==> src/hdl/uopPkg.sv <==
// Shared types for the micro-op expansion path: instruction word, micro-op and FSM encodings
`default_nettype none

package uopPkg;

	// One ARM instruction word as it moves through issue, queue and sequencer
	typedef logic [31:0] instrWord;

	// Default number of queue entries between issue and sequencer
	localparam int defaultQueueDepth = 4;

	// Data-processing opcode field, bits 24 to 21
	typedef enum logic [3:0] {
		andOp = 4'h0,	// Rd = Rn AND op2
		eorOp = 4'h1,	// Exclusive or
		subOp = 4'h2,
		rsbOp = 4'h3,	// Reverse subtract
		addOp = 4'h4,
		adcOp = 4'h5,	// Add with carry
		sbcOp = 4'h6,
		rscOp = 4'h7,
		tstOp = 4'h8,	// Compare ops only touch flags
		teqOp = 4'h9,
		cmpOp = 4'ha,
		cmnOp = 4'hb,
		orrOp = 4'hc,
		movOp = 4'hd,	// Used for the Rz load of an RSR pair
		bicOp = 4'he,
		mvnOp = 4'hf
	} dpOpcode;

	// Sequencer FSM states
	typedef enum logic {
		seqReady,		// Idle, or presenting an ordinary or first micro-op
		seqRsrSecond	// Presenting second half of an RSR pair
	} seqState;

	// One micro-op as it leaves the sequencer, 39 bits
	typedef struct packed {
		instrWord		instr;			// Micro-op instruction word
		logic			raMuxSel;		// Rz on first read-address mux
		logic [2:0]		rzSel;			// Rz select for WA3, RA2 and RA1
		logic			noFlagUpdate;	// Suppress flag write
		logic			fromRsr;		// Produced by an RSR expansion
		logic			rsrSecond;		// Second half of a pair
	} uopPacket;

endpackage

`default_nettype wire

==> src/hdl/instrIssue.sv <==
// Instruction issue: accepts words on a four-phase req/ack port and pushes them into the queue
`timescale 1ns/1ps
`default_nettype none

module instrIssue (
	input  logic				clk,
	input  logic				reset,
	input  logic				inReq,		// Four-phase request from outside
	input  uopPkg::instrWord	inInstr,	// Stable while inReq high
	output logic				inAck,
	input  logic				full,		// Queue back-pressure
	output logic				push,		// One-cycle write strobe
	output uopPkg::instrWord	pushData
);

	// Handshake tracker states
	typedef enum logic {
		issueIdle,	// Waiting for a request with room in the queue
		issueAcked	// Word written, waiting for inReq to drop
	} issueState;

	issueState state;
	logic takeWord;		// Request seen and queue has room

	// A held request simply waits here while the queue is full
	assign takeWord = (state == issueIdle) && inReq && !full;

	// Ack is the state itself, so it rises together with push
	assign inAck = (state == issueAcked);

	always_ff @(posedge clk) begin
		if (reset) begin
			state <= issueIdle;
			push <= 1'b0;
		end else begin
			push <= takeWord;	// Strobe lasts one cycle, state leaves idle
			case (state)
				issueIdle: begin
					if (takeWord)
						state <= issueAcked;	// Exactly one write per request
				end
				issueAcked: begin
					if (!inReq)
						state <= issueIdle;	// Drop ack, cycle complete
				end
				default: state <= issueIdle;
			endcase
		end
	end

	// Payload capture, no reset needed
	always_ff @(posedge clk) begin
		if (takeWord)
			pushData <= inInstr;	// Held until the queue samples push
	end

endmodule

`default_nettype wire

==> src/hdl/instrQueue.sv <==
// Instruction queue: circular FIFO of instruction words with full and empty flags
`timescale 1ns/1ps
`default_nettype none

module instrQueue #(
	parameter int depth = 4
) (
	input  logic				clk,
	input  logic				reset,
	input  logic				push,		// Write strobe from issue
	input  logic				pop,		// Read strobe from sequencer
	input  uopPkg::instrWord	pushData,
	output uopPkg::instrWord	headData,	// Oldest entry
	output logic				full,
	output logic				empty
);

	import uopPkg::*;

	localparam int ptrWidth = (depth > 1) ? $clog2(depth) : 1;
	localparam int countWidth = $clog2(depth + 1);

	instrWord mem [depth];				// Storage, no reset
	logic [ptrWidth-1:0] wrPtr;
	logic [ptrWidth-1:0] rdPtr;
	logic [countWidth-1:0] count;		// Occupancy, 0 to depth
	logic doPush;
	logic doPop;

	// Wrap at depth, which need not be a power of two
	function automatic logic [ptrWidth-1:0] nextPtr(input logic [ptrWidth-1:0] ptr);
		logic [ptrWidth-1:0] result;
		if (ptr == ptrWidth'(depth - 1))
			result = '0;
		else
			result = ptr + 1'b1;
		return result;
	endfunction

	assign full = (count == countWidth'(depth));
	assign empty = (count == '0);
	assign headData = mem[rdPtr];		// Head visible as soon as it is written

	// Strobes outside the flags are ignored
	assign doPush = push && !full;
	assign doPop = pop && !empty;

	always_ff @(posedge clk) begin
		if (reset) begin
			wrPtr <= '0;
			rdPtr <= '0;
			count <= '0;
		end else begin
			if (doPush)
				wrPtr <= nextPtr(wrPtr);
			if (doPop)
				rdPtr <= nextPtr(rdPtr);
			case ({doPush, doPop})
				2'b10: count <= count + 1'b1;
				2'b01: count <= count - 1'b1;
				default: count <= count;	// Both or neither, no change
			endcase
		end
	end

	// Entry write
	always_ff @(posedge clk) begin
		if (doPush)
			mem[wrPtr] <= pushData;
	end

endmodule

`default_nettype wire

==> src/hdl/uopSequencer.sv <==
// Micro-op sequencer: reads the queue, splits RSR instructions in two and drives the output port
`timescale 1ns/1ps
`default_nettype none

module uopSequencer (
	input  logic				clk,
	input  logic				reset,
	input  logic				empty,		// Queue has no word
	input  uopPkg::instrWord	headData,	// Oldest queue entry
	output logic				pop,		// One-cycle read strobe
	output logic				uopReq,		// Four-phase request to outside
	input  logic				uopAck,
	output uopPkg::uopPacket	uopOut		// Valid while uopReq high
);

	import uopPkg::*;

	seqState state;
	instrWord instrReg;		// Word being expanded
	logic ackPending;		// Req dropped, waiting for ack low
	logic takeHead;			// Read the next queue word
	logic rsrInstr;			// instrReg is register-shifted-register

	// Data-processing with shift by register: 27..25 zero, bit 7 zero, bit 4 one
	function automatic logic isRsr(input instrWord w);
		return (w[27:25] == 3'b000) && !w[7] && w[4];
	endfunction

	assign rsrInstr = isRsr(instrReg);

	// New word only with the port fully idle
	assign takeHead = (state == seqReady) && !uopReq && !ackPending && !empty;

	always_ff @(posedge clk) begin
		if (reset) begin
			state <= seqReady;
			uopReq <= 1'b0;
			ackPending <= 1'b0;
			pop <= 1'b0;
		end else begin
			pop <= takeHead;			// Queue drops head next edge
			if (uopReq) begin
				if (uopAck) begin
					uopReq <= 1'b0;		// Phase 3 of the handshake
					ackPending <= 1'b1;
					if (state == seqRsrSecond)
						state <= seqReady;	// Pair finished
					else if (rsrInstr)
						state <= seqRsrSecond;	// First half accepted
				end
			end else if (ackPending) begin
				if (!uopAck) begin
					ackPending <= 1'b0;
					if (state == seqRsrSecond)
						uopReq <= 1'b1;	// Second half, no queue read
				end
			end else if (takeHead) begin
				uopReq <= 1'b1;			// Ordinary or first micro-op
			end
		end
	end

	// Latched word, no reset
	always_ff @(posedge clk) begin
		if (takeHead)
			instrReg <= headData;
	end

	// Micro-op fields from state and latched word
	always_comb begin
		uopOut = '0;
		uopOut.instr = instrReg;			// Pass-through by default
		if (rsrInstr) begin
			uopOut.fromRsr = 1'b1;
			if (state == seqReady) begin
				// MOV Rz, Rm shift Rs without flag update
				uopOut.instr = {instrReg[31:25],	// Cond and class bits
					movOp, 1'b0,					// Opcode and S clear
					4'b0000, 4'b0000,				// Rn and Rd map to Rz
					instrReg[11:0]};				// Shift operand
				uopOut.raMuxSel = 1'b1;
				uopOut.rzSel = 3'b100;			// Rz on write address
				uopOut.noFlagUpdate = 1'b1;
			end else begin
				// Original op reading Rz as operand 2
				uopOut.instr = {instrReg[31:12], 12'b0};
				uopOut.rzSel = 3'b010;			// Rz on second read address
				uopOut.rsrSecond = 1'b1;
			end
		end
	end

endmodule

`default_nettype wire

==> src/hdl/uopTop.sv <==
// Micro-op expansion stage: issue, instruction queue and sequencer between two req/ack ports
`timescale 1ns/1ps
`default_nettype none

module uopTop #(
	parameter int queueDepth = uopPkg::defaultQueueDepth
) (
	input  logic				clk,
	input  logic				reset,
	input  logic				inReq,		// Instruction port
	input  uopPkg::instrWord	inInstr,
	output logic				inAck,
	output logic				uopReq,		// Micro-op port
	input  logic				uopAck,
	output uopPkg::uopPacket	uopOut
);

	import uopPkg::*;

	logic push;
	logic pop;
	logic full;
	logic empty;
	instrWord pushData;		// Issue to queue
	instrWord headData;		// Queue head to sequencer

	instrIssue issue0 (
		.clk		(clk),
		.reset		(reset),
		.inReq		(inReq),
		.inInstr	(inInstr),
		.inAck		(inAck),
		.full		(full),
		.push		(push),
		.pushData	(pushData)
	);

	instrQueue #(
		.depth		(queueDepth)
	) queue0 (
		.clk		(clk),
		.reset		(reset),
		.push		(push),
		.pop		(pop),
		.pushData	(pushData),
		.headData	(headData),
		.full		(full),
		.empty		(empty)
	);

	uopSequencer seq0 (
		.clk		(clk),
		.reset		(reset),
		.empty		(empty),
		.headData	(headData),
		.pop		(pop),
		.uopReq		(uopReq),
		.uopAck		(uopAck),
		.uopOut		(uopOut)
	);

endmodule

`default_nettype wire

==> config.mk <==
export PLATFORM = sky130hd
export DESIGN_NAME = uopTop
export DESIGN_NICKNAME = d
export VERILOG_FILES = /design/src/hdl/uopPkg.sv /design/src/hdl/instrIssue.sv /design/src/hdl/instrQueue.sv /design/src/hdl/uopSequencer.sv /design/src/hdl/uopTop.sv
export SDC_FILE = /design/constraint.sdc
export NUM_CORES = 1
export LEC_CHECK = 0
export ABC_AREA = 1
export BUFFER_PORTS_ARGS = -buffer_cell sky130_fd_sc_hd__buf_2
export CAP_MARGIN = 10
export CORE_MARGIN = 4
export CORE_UTILIZATION = 40
export CTS_CLUSTER_DIAMETER = 80
export CTS_CLUSTER_SIZE = 40
export DETAILED_ROUTE_END_ITERATION = 8
export SYNTH_ARGS = -nofsm -noshare
export SYNTH_HDL_FRONTEND = slang
export SYNTH_SLANG_ARGS = --single-unit
export TNS_END_PERCENT = 1
==> constraint.sdc <==
create_clock -name clk -period 6.1 [get_ports clk]
set_input_delay 1.22 -clock clk [delete_from_list [all_inputs] [get_ports clk]]
set_output_delay 1.22 -clock clk [all_outputs]
set_load 0.005 [all_outputs]
Word-level counts from Yosys, hierarchy flattened --
Memory sizes are Yosys's and may differ from the RTL's. A register that Yosys moved wholly into a read port is not among the register bits. Cells that the tools add are included.
Storage, ports and cells: register bits after elaboration 45, bits in writable memories 128, memories kept 1, output and inout port bits 41, logic and storage cells 65, bits in read-only memories 0, bits in latches 0
Memory list:
- queue0.mem | depth 4, bits a word 32, read ports 1, clocked after Yosys merged registers in 1, wr ports 1, line instrQueue.sv:23 | instrWord mem [depth];
Operators by class: muxes and demuxes 24, bitwise operators 2, $add $sub $neg 4, $lt $le $gt $ge 0, shift-type cells 0, div/mod/pow operators 0, reductions and logical operators 18, multipliers 0, eq/ne operators 6
Operators by type and width (number):
- $mux 32 | 1
- $mux 25 | 1
- $mux 1 | 17
- $logic_and 1x1->1 | 9
- $eq 2x2->1 const B | 3
- $logic_not 3->1 | 2
- $pmux 3 s2 | 1
- $logic_not 1->1 | 5
- $add 2x1->2 const B | 2
- $mux 2 | 2
- $add 3x1->3 const B | 1
- $eq 3x3->1 const B | 1
- $mux 3 | 1
- $sub 3x1->3 const B | 1
- $eq 2x1->1 const B | 1
- $ne 2x2->1 const B | 1
- $not 1->1 | 2
- $pmux 1 s2 | 1
- $reduce_and 2->1 | 1
- $reduce_bool 2->1 | 1

Longest topological paths before layout --
Gate-level depths: netlist (run 1).
word-level depth 7, depth in mapped cells 12

Modules after synthesis --
Synthesis (run 1) repeated with hierarchy kept, for this count alone.
Unflattened totals: cell total of the unflattened synthesis 548, area total of the unflattened synthesis 7841.3 µm²
Modules (own cells, without submodules):
- instrQueue | times used 1, sequential area each 4023.9 µm², cells an instance 381, area each 5283.8 µm²
- uopSequencer | times used 1, sequential area each 1041.0 µm², cells an instance 125, area each 1516.5 µm²
- instrIssue | times used 1, sequential area each 1001.0 µm², cells an instance 42, area each 1041.0 µm²

Least setup slack after synthesis (run 1) --
Ideal clock, no wire load.
kind flip-flop to flip-flop, start point reg queue0.count[1], end point mem queue0.mem[0][0] in the netlist's numbering, enable pin, setup time 421 ps, arrival time 2056 ps, data required time 5679 ps, stages on the path, launching flop included 5, path slack 3623 ps, path through dfxtp_1 -> inv_1 -> nand3_1 -> nand2_1 -> nor2_1
On the way: word-level cells in the longest chain between the ends 5
Ends and longest elaborated chain:
- from (decl) | line instrQueue.sv:26 | logic [countWidth-1:0] count;
- from (signal assigned) | line instrQueue.sv:59 | 2'b10: count <= count + 1'b1;
- from (signal assigned) | line instrQueue.sv:60 | 2'b01: count <= count - 1'b1;
- from (signal assigned) | line instrQueue.sv:61 | default: count <= count;
- $eq 3x3->1 | line instrQueue.sv:40 | assign full = (count == countWidth'(depth));
- $logic_not 1->1 | line instrQueue.sv:45 | assign doPush = push && !full;
- $logic_and 1x1->1 | line instrQueue.sv:45
- $mux 1 | line instrQueue.sv:68 | if (doPush)
- $mux 1 (not written as such) | line instrQueue.sv:69 | mem[wrPtr] <= pushData;
- to (decl) | line instrQueue.sv:23
Every way passes these cells.

==> metrics.txt, run 1 <==
# TYPE chip_impl_metric gauge
chip_impl_metric{name="synth_seq_cells",unit=""} 205
chip_impl_metric{name="port-buffer-count",unit=""} 75
chip_impl_metric{name="globalRoute.totalOverflow",unit=""} 0
chip_impl_metric{name="synth.yosys.warnings",unit=""} 0
chip_impl_info{name="timing.critical_path.cells",value="nor3_2, nand2_2, nor2_2, nor2_1, buf_2"} 1
chip_impl_metric{name="grt_usage",unit="%"} 13.8
chip_impl_metric{name="dp_hpwl",unit="um"} 8380
chip_impl_metric{name="drt-wirelength-per-cell",unit="um"} 17.3
chip_impl_metric{name="antenna_left",unit=""} 0
chip_impl_metric{name="timing.final.crit_share",unit="%"} 54.5
chip_impl_metric{name="clock_latency",unit="ns"} 0.48
chip_impl_metric{name="routed_wl",unit="um"} 15000
chip_impl_metric{name="synth_nets",unit=""} 585
chip_impl_metric{name="powerDensity",unit="nW/um2"} 312
chip_impl_metric{name="p_clk_share",unit="%"} 29.8
chip_impl_metric{name="antennaDiodeCount",unit=""} 0
chip_impl_info{name="slowest_cell_on_the_critical_path",value="sky130_fd_sc_hd__nor2_2"} 1
chip_impl_metric{name="fp.coreArea",unit="um2"} 18800
chip_impl_info{name="most_frequent_cells_in_the_layout",value="sky130_fd_sc_hd__edfxtp_1 (192), sky130_fd_sc_hd__nor2_1 (89), sky130_fd_sc_hd__buf_2 (75)"} 1
chip_impl_metric{name="routabilityCongestion",unit=""} 0.761
chip_impl_metric{name="timing_hold_violations_final",unit=""} 0
chip_impl_metric{name="final-max-slew-violation-count",unit=""} 0
chip_impl_metric{name="fp.dieArea",unit="um2"} 21600
chip_impl_metric{name="num-fill-cells",unit=""} 1655
chip_impl_metric{name="largest_buffer_count_on_any_clock_path",unit=""} 3
chip_impl_metric{name="remaining_drc_errors",unit=""} 0
chip_impl_metric{name="route.detailed.vias_per_inst",unit=""} 4.87
chip_impl_metric{name="htree_num_levels",unit=""} 1
chip_impl_metric{name="synth_area_per_cell",unit="um2"} 14.2
chip_impl_info{name="cp_endpoint_kind",value="output port"} 1
chip_impl_metric{name="worst_slew_margin_relative_to_its_limit",unit="%"} 22.0
chip_impl_metric{name="num_cts_buffers",unit=""} 11
chip_impl_metric{name="design.final.nets",unit=""} 643
chip_impl_metric{name="postCtsHoldBufs",unit=""} 0
chip_impl_metric{name="firstDrtPassIters",unit=""} 8
chip_impl_metric{name="internal_power",unit="W"} 0.00206
chip_impl_metric{name="sequentialPowerShare",unit="%"} 61.8
chip_impl_metric{name="arrival_time_worst_endpoint",unit="ns"} 2.11
chip_impl_metric{name="areaGrowthSynthToFinish",unit="%"} 11.4
chip_impl_metric{name="cts_num_sinks",unit=""} 205
chip_impl_metric{name="maxCapViolCount",unit=""} 0
chip_impl_metric{name="min_period",unit="ns"} 3.33
chip_impl_metric{name="report.final.setup_viol",unit=""} 0
chip_impl_metric{name="largest_net_degree_at_the_start_of_global_routing",unit=""} 69
chip_impl_metric{name="combPwrFrac",unit="%"} 8.4
chip_impl_metric{name="first_global_vias",unit=""} 4248
chip_impl_metric{name="final_layout_size_suffix_gt1_share",unit="%"} 19.2
chip_impl_metric{name="setup_total_negative_slack",unit="ns"} 0
chip_impl_metric{name="fp-row-count",unit=""} 50
chip_impl_info{name="mostFrequentLayoutCell",value="sky130_fd_sc_hd__edfxtp_1"} 1
chip_impl_metric{name="dr.first_iter.drc_count",unit=""} 348
chip_impl_metric{name="synthDistinctLibCells",unit=""} 29
chip_impl_info{name="cts-root-buf",value="sky130_fd_sc_hd__clkbuf_16"} 1
chip_impl_metric{name="critPathMaxFanout",unit=""} 13
chip_impl_metric{name="register_clock_pin_slew_on_the_reported_worst_setup_and_hold_paths",unit="ns"} 0.10
chip_impl_info{name="class_of_the_tightest_hold_or_removal_check",value="flop to flop"} 1
chip_impl_metric{name="initial_core_util",unit="%"} 40.9
chip_impl_metric{name="cts.repair.resized",unit=""} 0
chip_impl_metric{name="fmax",unit="MHz"} 301
chip_impl_metric{name="leakagePower",unit="nW"} 3.07
chip_impl_metric{name="synthesis.instances",unit=""} 542
chip_impl_metric{name="critical-path-max-stage-delay",unit="ns"} 0.56
chip_impl_info{name="critical_path_class",value="flop to output port"} 1
chip_impl_metric{name="sw_frac_of_total",unit="%"} 23.3
chip_impl_metric{name="die_width",unit="um"} 147
chip_impl_metric{name="syn-cell-area",unit="um2"} 7710
chip_impl_info{name="status",value="completed"} 1
chip_impl_metric{name="fin_worst_skew",unit="ns"} 0.0418
chip_impl_metric{name="yosysSeqAreaShare",unit="%"} 78.2
chip_impl_metric{name="switching_power",unit="W"} 0.000626
chip_impl_info{name="grt_setup_unrepaired",value="no"} 1
chip_impl_metric{name="floorplan.die.height",unit="um"} 147
chip_impl_metric{name="post-layout-total-power",unit="W"} 0.00268
chip_impl_metric{name="cts_setup_buffers",unit=""} 0
chip_impl_metric{name="peakVddDrop",unit="uV"} 178
chip_impl_metric{name="vias",unit=""} 4204
chip_impl_metric{name="timing.critical_path.required",unit="ns"} 4.88
chip_impl_metric{name="boundaryPins",unit=""} 77
chip_impl_metric{name="grt_pass1_wl",unit="um"} 23300
chip_impl_metric{name="antenna_found_initial",unit=""} 0
chip_impl_info{name="tritoncts",value="built"} 1
chip_impl_metric{name="worst-slew-pin-transition",unit="ns"} 1.17
chip_impl_info{name="cp-start-kind",value="flop"} 1
-- worst max-delay path: cells and delay by family (launching register included) --
family | cells | cell delay (ns)
buf+inv | 1 | 0.17
flops | 1 | 0.41
simple gates | 4 | 1.08
-- cells by family after synthesis --
logic type               synth area share (%)
other                                  0.0486
flip-flops                               78.2
adder cells (fa/ha/maj)                  1.23
AND/OR/NAND/NOR                          7.64
AO/OA/AOI/OAI                            7.56
buffers and inverters                    5.36
-- power by group through the flow --
stage | clock network, W | registers, W | logic, W
floorplan | 0 | 0.00168 | 0.000142
global placement | 0 | 0.00169 | 0.000224
detailed placement | 0 | 0.00169 | 0.000233
CTS | 0.000824 | 0.00166 | 0.000233
global route | 0.000879 | 0.00167 | 0.000257
finish | 0.000801 | 0.00166 | 0.000225
-- per-layer routing --
metal	share of wire, %	vias up	wire, um	track usage [%]
li1	-	2026	-	-
met1	43	2053	6370	17.4
met2	50	101	7550	24.8
met3	4.1	24	618	1.82
met4	2.8	0	422	4.09
met5	0	-	0	0
-- path summary, 6_finish.rpt --
kind | start | slack (ns) | to | cells past startpoint
worst max-delay path | seq0.instrReg[7]$_DFFE_PP_ | 2.77 | uopOut[27] | 5
worst min-delay path | issue0.pushData[28]$_DFFE_PP_ | 0.50 | queue0.mem[2][28]$_DFFE_PP_ | 0
worst max register to register | queue0.count[1]$_SDFFE_PP0P_ | 3.73 | queue0.mem[2][7]$_DFFE_PP_ | 4
worst min register to register | issue0.pushData[28]$_DFFE_PP_ | 0.50 | queue0.mem[2][28]$_DFFE_PP_ | 0
-- registers in the layout, indices dropped and copies added, names as in the netlist --
register and count:
seq0.ackPending 1, seq0.instrReg 32, issue0.pushData 32, issue0.inAck 1, seq0.pop 1, seq0.uopReq 1, queue0.wrPtr 2, issue0.push 1
queue0.mem 128, queue0.rdPtr 2, seq0.state 1, queue0.count 3
-- Yosys cell counts --
cell type / number / share of area, %
sky130_fd_sc_hd__nand2_1: 19 / 0.93
sky130_fd_sc_hd__or2_1: 1 / 0.081
sky130_fd_sc_hd__nor3_2: 1 / 0.13
sky130_fd_sc_hd__dfxtp_1: 13 / 3.4
sky130_fd_sc_hd__buf_6: 3 / 0.44
sky130_fd_sc_hd__o21ai_0: 68 / 4.4
sky130_fd_sc_hd__clkinv_1: 1 / 0.049
sky130_fd_sc_hd__buf_2: 8 / 0.52
sky130_fd_sc_hd__clkbuf_2: 4 / 0.26
sky130_fd_sc_hd__clkbuf_1: 3 / 0.15
sky130_fd_sc_hd__buf_4: 15 / 1.5
sky130_fd_sc_hd__nand4_1: 2 / 0.16
sky130_fd_sc_hd__and2_1: 1 / 0.081
sky130_fd_sc_hd__nor2_2: 11 / 0.89
sky130_fd_sc_hd__o211ai_1: 1 / 0.097
sky130_fd_sc_hd__ha_1: 6 / 0.97
sky130_fd_sc_hd__nand3b_1: 1 / 0.097
sky130_fd_sc_hd__conb_1: 1 / 0.049
sky130_fd_sc_hd__nor2_1: 93 / 4.5
sky130_fd_sc_hd__nor2_4: 1 / 0.15
sky130_fd_sc_hd__a21oi_1: 7 / 0.45
sky130_fd_sc_hd__inv_2: 2 / 0.097
sky130_fd_sc_hd__fa_1: 1 / 0.26
sky130_fd_sc_hd__buf_8: 1 / 0.19
sky130_fd_sc_hd__nand3_1: 8 / 0.52
sky130_fd_sc_hd__nand2_2: 1 / 0.081
sky130_fd_sc_hd__inv_1: 45 / 2.2
sky130_fd_sc_hd__o22ai_1: 32 / 2.6
sky130_fd_sc_hd__edfxtp_1: 192 / 75
-- area by class of cell --
class / instances / area [um2] / share of cell area, %
clock inverter: 6 / 75.1 / 0.874
tap: 260 / 325 / 3.79
multi-input combinational: 255 / 1300 / 15.1
sequential: 205 / 6030 / 70.2
inverter: 48 / 180 / 2.10
clock buffer: 11 / 275 / 3.20
timing repair buffer: 79 / 405 / 4.72
-- metrics by stage --
step | instance area, um2 | setup WS [ns] | util [%] | hold WS [ns] | instances
after CTS | 8590 | 2.71 | 45.6 | 0.504 | 864
after floorplan | 7710 | 3.62 | - | 0.459 | 542
after global routing | 8590 | 2.57 | 45.6 | 0.525 | 864
after detailed placement | 8240 | 3.20 | 43.8 | 0.479 | 847
final | 8590 | 2.77 | 45.6 | 0.500 | 864
after global placement | 8240 | 3.23 | 43.8 | 0.462 | 847
Note: power is estimated with default switching activity, not from simulation.
==> run 2, diff against run 1 <==
Settings changed: ABC_AREA 1 to 0.
Clock period 6.1 ns to 3.4 ns, I/O delays scaled along.
==> run 2 against run 1 <==
  * Critical path depth unchanged
  * Global-route usage fell by 1.5 points
  * Total power is 72% higher
  * Sequential power grew 77%
  * Setup slack got worse by 2.2 ns
  * Worst hold slack worse by 0.13 ns
  * Synthesized cell count down 35%
  * Cell count down 25%
  * Via count is 22% lower
  * Routed wire length is 15% lower
  * Combinational power down 4%
  * Critical path type unchanged
  * Critical endpoint is now uopOut[28]
  * Largest power group unchanged
==> metrics.txt, run 2 <==
# TYPE chip_impl_metric gauge
chip_impl_info{name="synth.largest_area_cell",value="sky130_fd_sc_hd__edfxtp_1"} 1
chip_impl_info{name="top_reg_by_flops",value="queue0.mem"} 1
chip_impl_metric{name="design.final.nets",unit=""} 459
chip_impl_metric{name="synthDistinctLibCells",unit=""} 33
chip_impl_info{name="timing.critical_path.cells",value="or4b_4, nor3_2, buf_4, or2_2, buf_2"} 1
chip_impl_metric{name="netlist.area_leader.share",unit="%"} 77.2
chip_impl_metric{name="compound_cell_area_share_of_the_yosys_netlist",unit="%"} 1.06
chip_impl_info{name="critical_path_class",value="flop to output port"} 1
chip_impl_metric{name="fp-row-count",unit=""} 49
chip_impl_metric{name="globalRoute.totalOverflow",unit=""} 0
chip_impl_metric{name="global_route.usage.met2",unit="%"} 20.8
chip_impl_metric{name="final_cells",unit=""} 649
chip_impl_metric{name="critPathMaxFanout",unit=""} 16
chip_impl_metric{name="port-buffer-count",unit=""} 75
chip_impl_metric{name="use_met3",unit="%"} 1.98
chip_impl_metric{name="leakagePower",unit="nW"} 2.78
chip_impl_metric{name="synth_edf_count",unit=""} 192
chip_impl_metric{name="antenna_found_initial",unit=""} 0
chip_impl_metric{name="maxCapViolCount",unit=""} 0
chip_impl_metric{name="final-max-slew-violation-count",unit=""} 0
chip_impl_metric{name="synth_simple_gate_area_share",unit="%"} 4.51
chip_impl_metric{name="synth_fa_ha_area_share",unit="%"} 1.27
chip_impl_info{name="post_synth_most_frequent_cells",value="sky130_fd_sc_hd__edfxtp_1 (192), sky130_fd_sc_hd__mux4_2 (32), sky130_fd_sc_hd__dfxtp_1 (13), sky130_fd_sc_hd__buf_4 (12)"} 1
chip_impl_metric{name="critical-path-max-stage-delay",unit="ns"} 0.57
chip_impl_metric{name="remaining_drc_errors",unit=""} 0
chip_impl_metric{name="async_reset_ff_share",unit="%"} 0
chip_impl_info{name="cts-root-buf",value="sky130_fd_sc_hd__clkbuf_16"} 1
chip_impl_info{name="post-synth-top-count-cell",value="sky130_fd_sc_hd__edfxtp_1"} 1
chip_impl_metric{name="htree_num_levels",unit=""} 1
chip_impl_metric{name="post_synth_mux_area_share",unit="%"} 9.79
chip_impl_metric{name="postCtsHoldBufs",unit=""} 0
chip_impl_metric{name="drt-wirelength-per-cell",unit="um"} 19.5
chip_impl_metric{name="syn-cell-area",unit="um2"} 7470
chip_impl_metric{name="synth_seq_cells",unit=""} 205
chip_impl_metric{name="largest_register_ff_count",unit=""} 128
chip_impl_metric{name="areaGrowthSynthToFinish",unit="%"} 12.3
chip_impl_metric{name="peakVddDrop",unit="uV"} 322
chip_impl_metric{name="post-route-cell-area",unit="um2"} 8390
chip_impl_info{name="status",value="completed"} 1
chip_impl_metric{name="synth.yosys.warnings",unit=""} 0
chip_impl_metric{name="die_width",unit="um"} 145
chip_impl_metric{name="worst-slew-pin-transition",unit="ns"} 0.959
chip_impl_metric{name="grt_usage",unit="%"} 12.3
chip_impl_metric{name="timing.final.crit_share",unit="%"} 83.8
chip_impl_info{name="cp_endpoint_kind",value="output port"} 1
chip_impl_metric{name="fmax",unit="MHz"} 351
chip_impl_metric{name="dp_hpwl",unit="um"} 7260
chip_impl_info{name="mostFrequentLayoutCell",value="sky130_fd_sc_hd__edfxtp_1"} 1
chip_impl_metric{name="fin_worst_skew",unit="ns"} 0.0269
chip_impl_metric{name="antennaDiodeCount",unit=""} 0
chip_impl_metric{name="initial_core_util",unit="%"} 41.1
chip_impl_metric{name="register_clock_pin_slew_on_the_reported_worst_setup_and_hold_paths",unit="ns"} 0.13
chip_impl_metric{name="min_period",unit="ns"} 2.85
chip_impl_metric{name="route.detailed.vias_per_inst",unit=""} 5.03
chip_impl_metric{name="fp.dieArea",unit="um2"} 20900
chip_impl_metric{name="yosysSeqAreaShare",unit="%"} 80.7
chip_impl_metric{name="synth_area_per_cell",unit="um2"} 21.3
chip_impl_info{name="synth-main-ff-cell",value="sky130_fd_sc_hd__edfxtp_1"} 1
chip_impl_metric{name="first_global_vias",unit=""} 3460
chip_impl_metric{name="synth_nets",unit=""} 394
chip_impl_info{name="tritoncts",value="built"} 1
chip_impl_metric{name="numPlacedInstances",unit=""} 632
chip_impl_metric{name="cts_setup_buffers",unit=""} 0
chip_impl_metric{name="postPlaceCellArea",unit="um2"} 8020
chip_impl_info{name="most_frequent_cells_in_the_layout",value="sky130_fd_sc_hd__edfxtp_1 (192), sky130_fd_sc_hd__buf_2 (75), sky130_fd_sc_hd__mux4_2 (32)"} 1
chip_impl_metric{name="worst_slew_margin_relative_to_its_limit",unit="%"} 36.1
chip_impl_info{name="cp-start-kind",value="flop"} 1
chip_impl_metric{name="vias",unit=""} 3267
chip_impl_metric{name="grt_pass1_wl",unit="um"} 19500
chip_impl_metric{name="num_cts_buffers",unit=""} 11
chip_impl_metric{name="routabilityCongestion",unit=""} 0.661
chip_impl_metric{name="final_layout_size_suffix_gt1_share",unit="%"} 33.6
chip_impl_info{name="synth_top_family_by_area",value="multiplexers"} 1
chip_impl_metric{name="cts_num_sinks",unit=""} 205
chip_impl_info{name="class_of_the_tightest_hold_or_removal_check",value="input pin to flop"} 1
chip_impl_metric{name="cts.repair.resized",unit=""} 0
chip_impl_metric{name="arrival_time_worst_endpoint",unit="ns"} 2.17
chip_impl_metric{name="dr.first_iter.drc_count",unit=""} 237
chip_impl_metric{name="boundaryPins",unit=""} 77
chip_impl_metric{name="floorplan.die.height",unit="um"} 145
chip_impl_info{name="slowest_cell_on_the_critical_path",value="sky130_fd_sc_hd__or4b_4"} 1
chip_impl_metric{name="setup_total_negative_slack",unit="ns"} 0
chip_impl_metric{name="largest_buffer_count_on_any_clock_path",unit=""} 3
chip_impl_info{name="layout_top_registers",value="queue0.mem x128, issue0.pushData x32, seq0.instrReg x32"} 1
chip_impl_metric{name="clock_latency",unit="ns"} 0.47
chip_impl_metric{name="synth-xor-area-share",unit="%"} 0.235
chip_impl_metric{name="routed_wl",unit="um"} 12700
chip_impl_metric{name="timing_hold_violations_final",unit=""} 0
chip_impl_metric{name="num-fill-cells",unit=""} 1535
chip_impl_metric{name="powerDensity",unit="nW/um2"} 550
chip_impl_metric{name="globalRouteMet1Util",unit="%"} 16.8
chip_impl_info{name="cells_taking_the_most_area_after_synthesis",value="sky130_fd_sc_hd__edfxtp_1 (77%), sky130_fd_sc_hd__mux4_2 (9.7%), sky130_fd_sc_hd__dfxtp_1 (3.5%), sky130_fd_sc_hd__buf_4 (1.2%), sky130_fd_sc_hd__ha_1 (1.0%)"} 1
chip_impl_metric{name="synthesis.instances",unit=""} 351
chip_impl_metric{name="report.final.setup_viol",unit=""} 0
chip_impl_info{name="grt_setup_unrepaired",value="no"} 1
chip_impl_metric{name="antenna_left",unit=""} 0
chip_impl_metric{name="timing.critical_path.required",unit="ns"} 2.72
chip_impl_info{name="global_route.peak_usage_layer",value="met2"} 1
chip_impl_metric{name="largest_net_degree_at_the_start_of_global_routing",unit=""} 41
chip_impl_metric{name="fp.coreArea",unit="um2"} 18100
chip_impl_metric{name="firstDrtPassIters",unit=""} 4
run 2: cells by family (layout without fill, tap and decap cells):
logic type | count (synthesis) | after routing
xor gates and xnor gates | 2 | 2
DFF | 205 | 205
and+or+nand+nor | 55 | 55
AOI/OAI and AO/OA | 14 | 14
muxes | 33 | 33
buffers and inverters | 34 | 103
other | 1 | 1
adders and majority gates | 7 | 7
run 2: stage by stage:
step / worst slack (ns) / hold WS [ns] / utilization, % / power [W]
after floorplan: 1.07 / 0.459 / - / 0.00309
after global placement: 1.06 / 0.466 / 44.2 / 0.00320
after detailed placement: 0.993 / 0.485 / 44.2 / 0.00321
after CTS: 0.527 / 0.356 / 46.2 / 0.00467
after global routing: 0.434 / 0.336 / 46.2 / 0.00480
final: 0.552 / 0.368 / 46.2 / 0.00461
run 2: path summary, 6_finish.rpt:
check | slack, ns | cells past startpoint | startpoint | to
hold reg to reg | 0.50 | 0 | issue0.pushData[11]$_DFFE_PP_ | queue0.mem[2][11]$_DFFE_PP_
hold / removal | 0.37 | 1 | inInstr[0] | issue0.pushData[0]$_DFFE_PP_
setup / recovery | 0.55 | 5 | seq0.instrReg[25]$_DFFE_PP_ | uopOut[28]
setup reg to reg | 0.95 | 8 | queue0.count[2]$_SDFFE_PP0P_ | queue0.count[2]$_SDFFE_PP0P_
run 2: layout make-up:
type	count	area, um2	share of cell area [%]
Clock inverter	6	90.1	1.07
Sequential cell	205	6030	71.9
Inverter	9	33.8	0.403
Timing Repair Buffer	77	403	4.80
Multi-Input combinational cell	112	1270	15.1
Clock buffer	11	275	3.28
Tap cell	229	287	3.42
run 2: routing by layer:
metal | vias to the layer above | share of wire (%)
met3 | 23 | 4.3
met5 | - | 0
met4 | 0 | 2.2
met1 | 1685 | 44
li1 | 1488 | -
met2 | 71 | 49
run 2: worst max-delay path: cells and delay by family (launching register included):
family                 cells  cell delay (ns)
and+or+nand+nor            3             0.89
DFF                        1             0.43
buffers and inverters      2             0.39
run 2: report_power, final:
group          switching [W]  leakage, nW  internal (W)
Sequential         0.0000514         1.87       0.00288
Combinational       0.000121        0.745     0.0000942
Clock               0.000820        0.170      0.000649
Total               0.000992         2.78       0.00362
==> run 3, diff against run 2 <==
Clock period 3.4 ns to 2.55 ns, I/O delays scaled along.
==> run 3 against run 2 <==
  * The flow now finishes with violations (negative setup slack)
  * Critical endpoint unchanged
  * Sequential share of layout area down 0.46 points
  * Worst hold slack got worse by 0.17 ns
  * Highest routed layer unchanged
  * Cell count is 0.62% higher
  * Critical path type unchanged
  * Via count rose by 0.12%
  * Setup slack got worse by 0.59 ns
  * Die area did not move
  * Combinational power is 40% higher
  * Clock power up 33%
  * Flip-flop and latch count stayed put
  * First-iteration DRC count up 25%
  * Total power up 33%
  * Final area up 0.64%
==> metrics.txt, run 3 (synthesized netlist as in run 2, its figures left out) <==
# TYPE chip_impl_metric gauge
chip_impl_info{name="status",value="complete, but fails checks"} 1
chip_impl_info{name="failing_checks",value="negative setup slack"} 1
chip_impl_metric{name="areaGrowthSynthToFinish",unit="%"} 13.0
chip_impl_metric{name="antenna_left",unit=""} 0
chip_impl_info{name="class_of_the_tightest_hold_or_removal_check",value="input pin to flop"} 1
chip_impl_info{name="mostFrequentLayoutCell",value="sky130_fd_sc_hd__edfxtp_1"} 1
chip_impl_metric{name="fin_ws",unit="ns"} -0.0364
chip_impl_metric{name="timing.critical_path.required",unit="ns"} 2.04
chip_impl_info{name="top_reg_by_flops",value="queue0.mem"} 1
chip_impl_metric{name="postCtsHoldBufs",unit=""} 0
chip_impl_info{name="most_frequent_cells_in_the_layout",value="sky130_fd_sc_hd__edfxtp_1 (192), sky130_fd_sc_hd__buf_2 (75), sky130_fd_sc_hd__mux4_2 (32)"} 1
chip_impl_metric{name="post-place-ws",unit="ns"} 0.118
chip_impl_metric{name="antennaDiodeCount",unit=""} 0
chip_impl_metric{name="port-buffer-count",unit=""} 75
chip_impl_metric{name="grt_pass1_wl",unit="um"} 19500
chip_impl_metric{name="globalRoute.totalOverflow",unit=""} 0
chip_impl_metric{name="worst-slew-pin-transition",unit="ns"} 0.960
chip_impl_metric{name="timing.final.crit_share",unit="%"} 101
chip_impl_metric{name="cts_setup_buffers",unit=""} 0
chip_impl_metric{name="boundaryPins",unit=""} 77
chip_impl_metric{name="fmax",unit="MHz"} 387
chip_impl_metric{name="timing_hold_violations_final",unit=""} 0
chip_impl_metric{name="report.final.setup_viol",unit=""} 3
chip_impl_metric{name="arrival_time_worst_endpoint",unit="ns"} 2.08
chip_impl_metric{name="largest_net_degree_at_the_start_of_global_routing",unit=""} 41
chip_impl_metric{name="first_global_vias",unit=""} 3449
chip_impl_metric{name="firstDrtPassIters",unit=""} 4
chip_impl_metric{name="fp-row-count",unit=""} 49
chip_impl_metric{name="worst_slew_margin_relative_to_its_limit",unit="%"} 36.0
chip_impl_metric{name="cts_num_sinks",unit=""} 205
chip_impl_metric{name="fin_worst_skew",unit="ns"} 0.0274
chip_impl_metric{name="vias",unit=""} 3271
chip_impl_info{name="cp-start-kind",value="flop"} 1
chip_impl_metric{name="htree_num_levels",unit=""} 1
chip_impl_metric{name="min_period",unit="ns"} 2.59
chip_impl_metric{name="initial_core_util",unit="%"} 41.1
chip_impl_info{name="cp_endpoint_kind",value="output port"} 1
chip_impl_metric{name="final-max-slew-violation-count",unit=""} 0
chip_impl_metric{name="dr.first_iter.drc_count",unit=""} 297
chip_impl_metric{name="grt_usage",unit="%"} 12.3
chip_impl_metric{name="register_clock_pin_slew_on_the_reported_worst_setup_and_hold_paths",unit="ns"} 0.13
chip_impl_metric{name="antenna_found_initial",unit=""} 0
chip_impl_metric{name="drt-wirelength-per-cell",unit="um"} 19.3
chip_impl_info{name="layout_top_registers",value="queue0.mem x128, issue0.pushData x32, seq0.instrReg x32"} 1
chip_impl_metric{name="remaining_drc_errors",unit=""} 0
chip_impl_metric{name="design.final.nets",unit=""} 463
chip_impl_metric{name="clock_latency",unit="ns"} 0.48
chip_impl_metric{name="fp.dieArea",unit="um2"} 20900
chip_impl_metric{name="fp.coreArea",unit="um2"} 18100
chip_impl_metric{name="final_layout_size_suffix_gt1_share",unit="%"} 34.4
chip_impl_metric{name="dp_hpwl",unit="um"} 7430
chip_impl_info{name="grt_setup_unrepaired",value="yes"} 1
chip_impl_metric{name="powerDensity",unit="nW/um2"} 729
chip_impl_metric{name="floorplan.die.height",unit="um"} 145
chip_impl_metric{name="largest_buffer_count_on_any_clock_path",unit=""} 3
chip_impl_info{name="critical_path_class",value="flop to output port"} 1
chip_impl_metric{name="utilization",unit="%"} 46.5
chip_impl_info{name="tritoncts",value="built"} 1
chip_impl_metric{name="num_cts_buffers",unit=""} 10
chip_impl_info{name="cts-root-buf",value="sky130_fd_sc_hd__clkbuf_16"} 1
chip_impl_metric{name="peakVddDrop",unit="uV"} 440
chip_impl_metric{name="maxCapViolCount",unit=""} 0
chip_impl_metric{name="critPathMaxFanout",unit=""} 16
chip_impl_metric{name="routed_wl",unit="um"} 12600
chip_impl_metric{name="largest_register_ff_count",unit=""} 128
chip_impl_metric{name="route.detailed.vias_per_inst",unit=""} 5.01
chip_impl_metric{name="leakagePower",unit="nW"} 2.81
chip_impl_metric{name="die_width",unit="um"} 145
chip_impl_metric{name="routabilityCongestion",unit=""} 0.666
[run 3: metal layers]
layer / part of all wire (%) / GRT usage, % / wire [um] / up-vias
met5: 0 / 0 / 0 / -
met4: 1.6 / 3.29 / 207 / 0
met3: 4.9 / 2.12 / 621 / 12
met2: 50 / 21.2 / 6350 / 77
met1: 43 / 16.3 / 5420 / 1683
li1: - / - / - / 1499
[run 3: where the power goes]
group	internal (W)	leakage [nW]	switching, W
Combinational	0.000137	0.771	0.000164
Sequential	0.00383	1.87	0.0000659
Clock	0.000859	0.172	0.00109
Total	0.00483	2.81	0.00132
[run 3: final cells by class]
cell class	count	area, um2
Timing Repair Buffer	82	453
Fill cell	1531	9710
Inverter	9	33.8
Sequential cell	205	6030
Tap cell	229	287
Clock inverter	5	82.6
Clock buffer	11	275
Multi-Input combinational cell	112	1280
[run 3: worst paths after layout]
kind / end / slack, ns / cells after the start / startpoint
worst min register to register: queue0.mem[0][17]$_DFFE_PP_ / 0.49 / 0 / issue0.pushData[17]$_DFFE_PP_
worst max-delay path: uopOut[28] / -0.04 / 5 / seq0.instrReg[25]$_DFFE_PP_
worst min-delay path: issue0.pushData[21]$_DFFE_PP_ / 0.20 / 1 / inInstr[21]
worst max register to register: queue0.count[2]$_SDFFE_PP0P_ / 0.09 / 8 / queue0.count[2]$_SDFFE_PP0P_
[run 3: metrics by stage]
step | hold WS [ns] | total power [W] | cell area, um2 | setup TNS [ns] | instances
after floorplan | 0.459 | 0.00412 | 7470 | 0 | 351
after global placement | 0.467 | 0.00427 | 8060 | 0 | 637
after CTS | 0.179 | 0.00623 | 8420 | -0.493 | 653
after detailed placement | 0.484 | 0.00428 | 8060 | 0 | 637
after global routing | 0.170 | 0.00638 | 8440 | -2.01 | 653
final | 0.197 | 0.00615 | 8440 | -0.0530 | 653
[run 3: critical path, stage by stage, from the launching register on]
cell	delay (ns)
sky130_fd_sc_hd__edfxtp_1	0.43
sky130_fd_sc_hd__or4b_4	0.58
sky130_fd_sc_hd__nor3_4	0.17
sky130_fd_sc_hd__buf_12	0.18
sky130_fd_sc_hd__or2_2	0.13
sky130_fd_sc_hd__buf_2	0.10
[run 3: timing repair]
action	CTS	global route
resized for setup	2	3
setup endpoints to repair	27	27
pin swaps	0	0
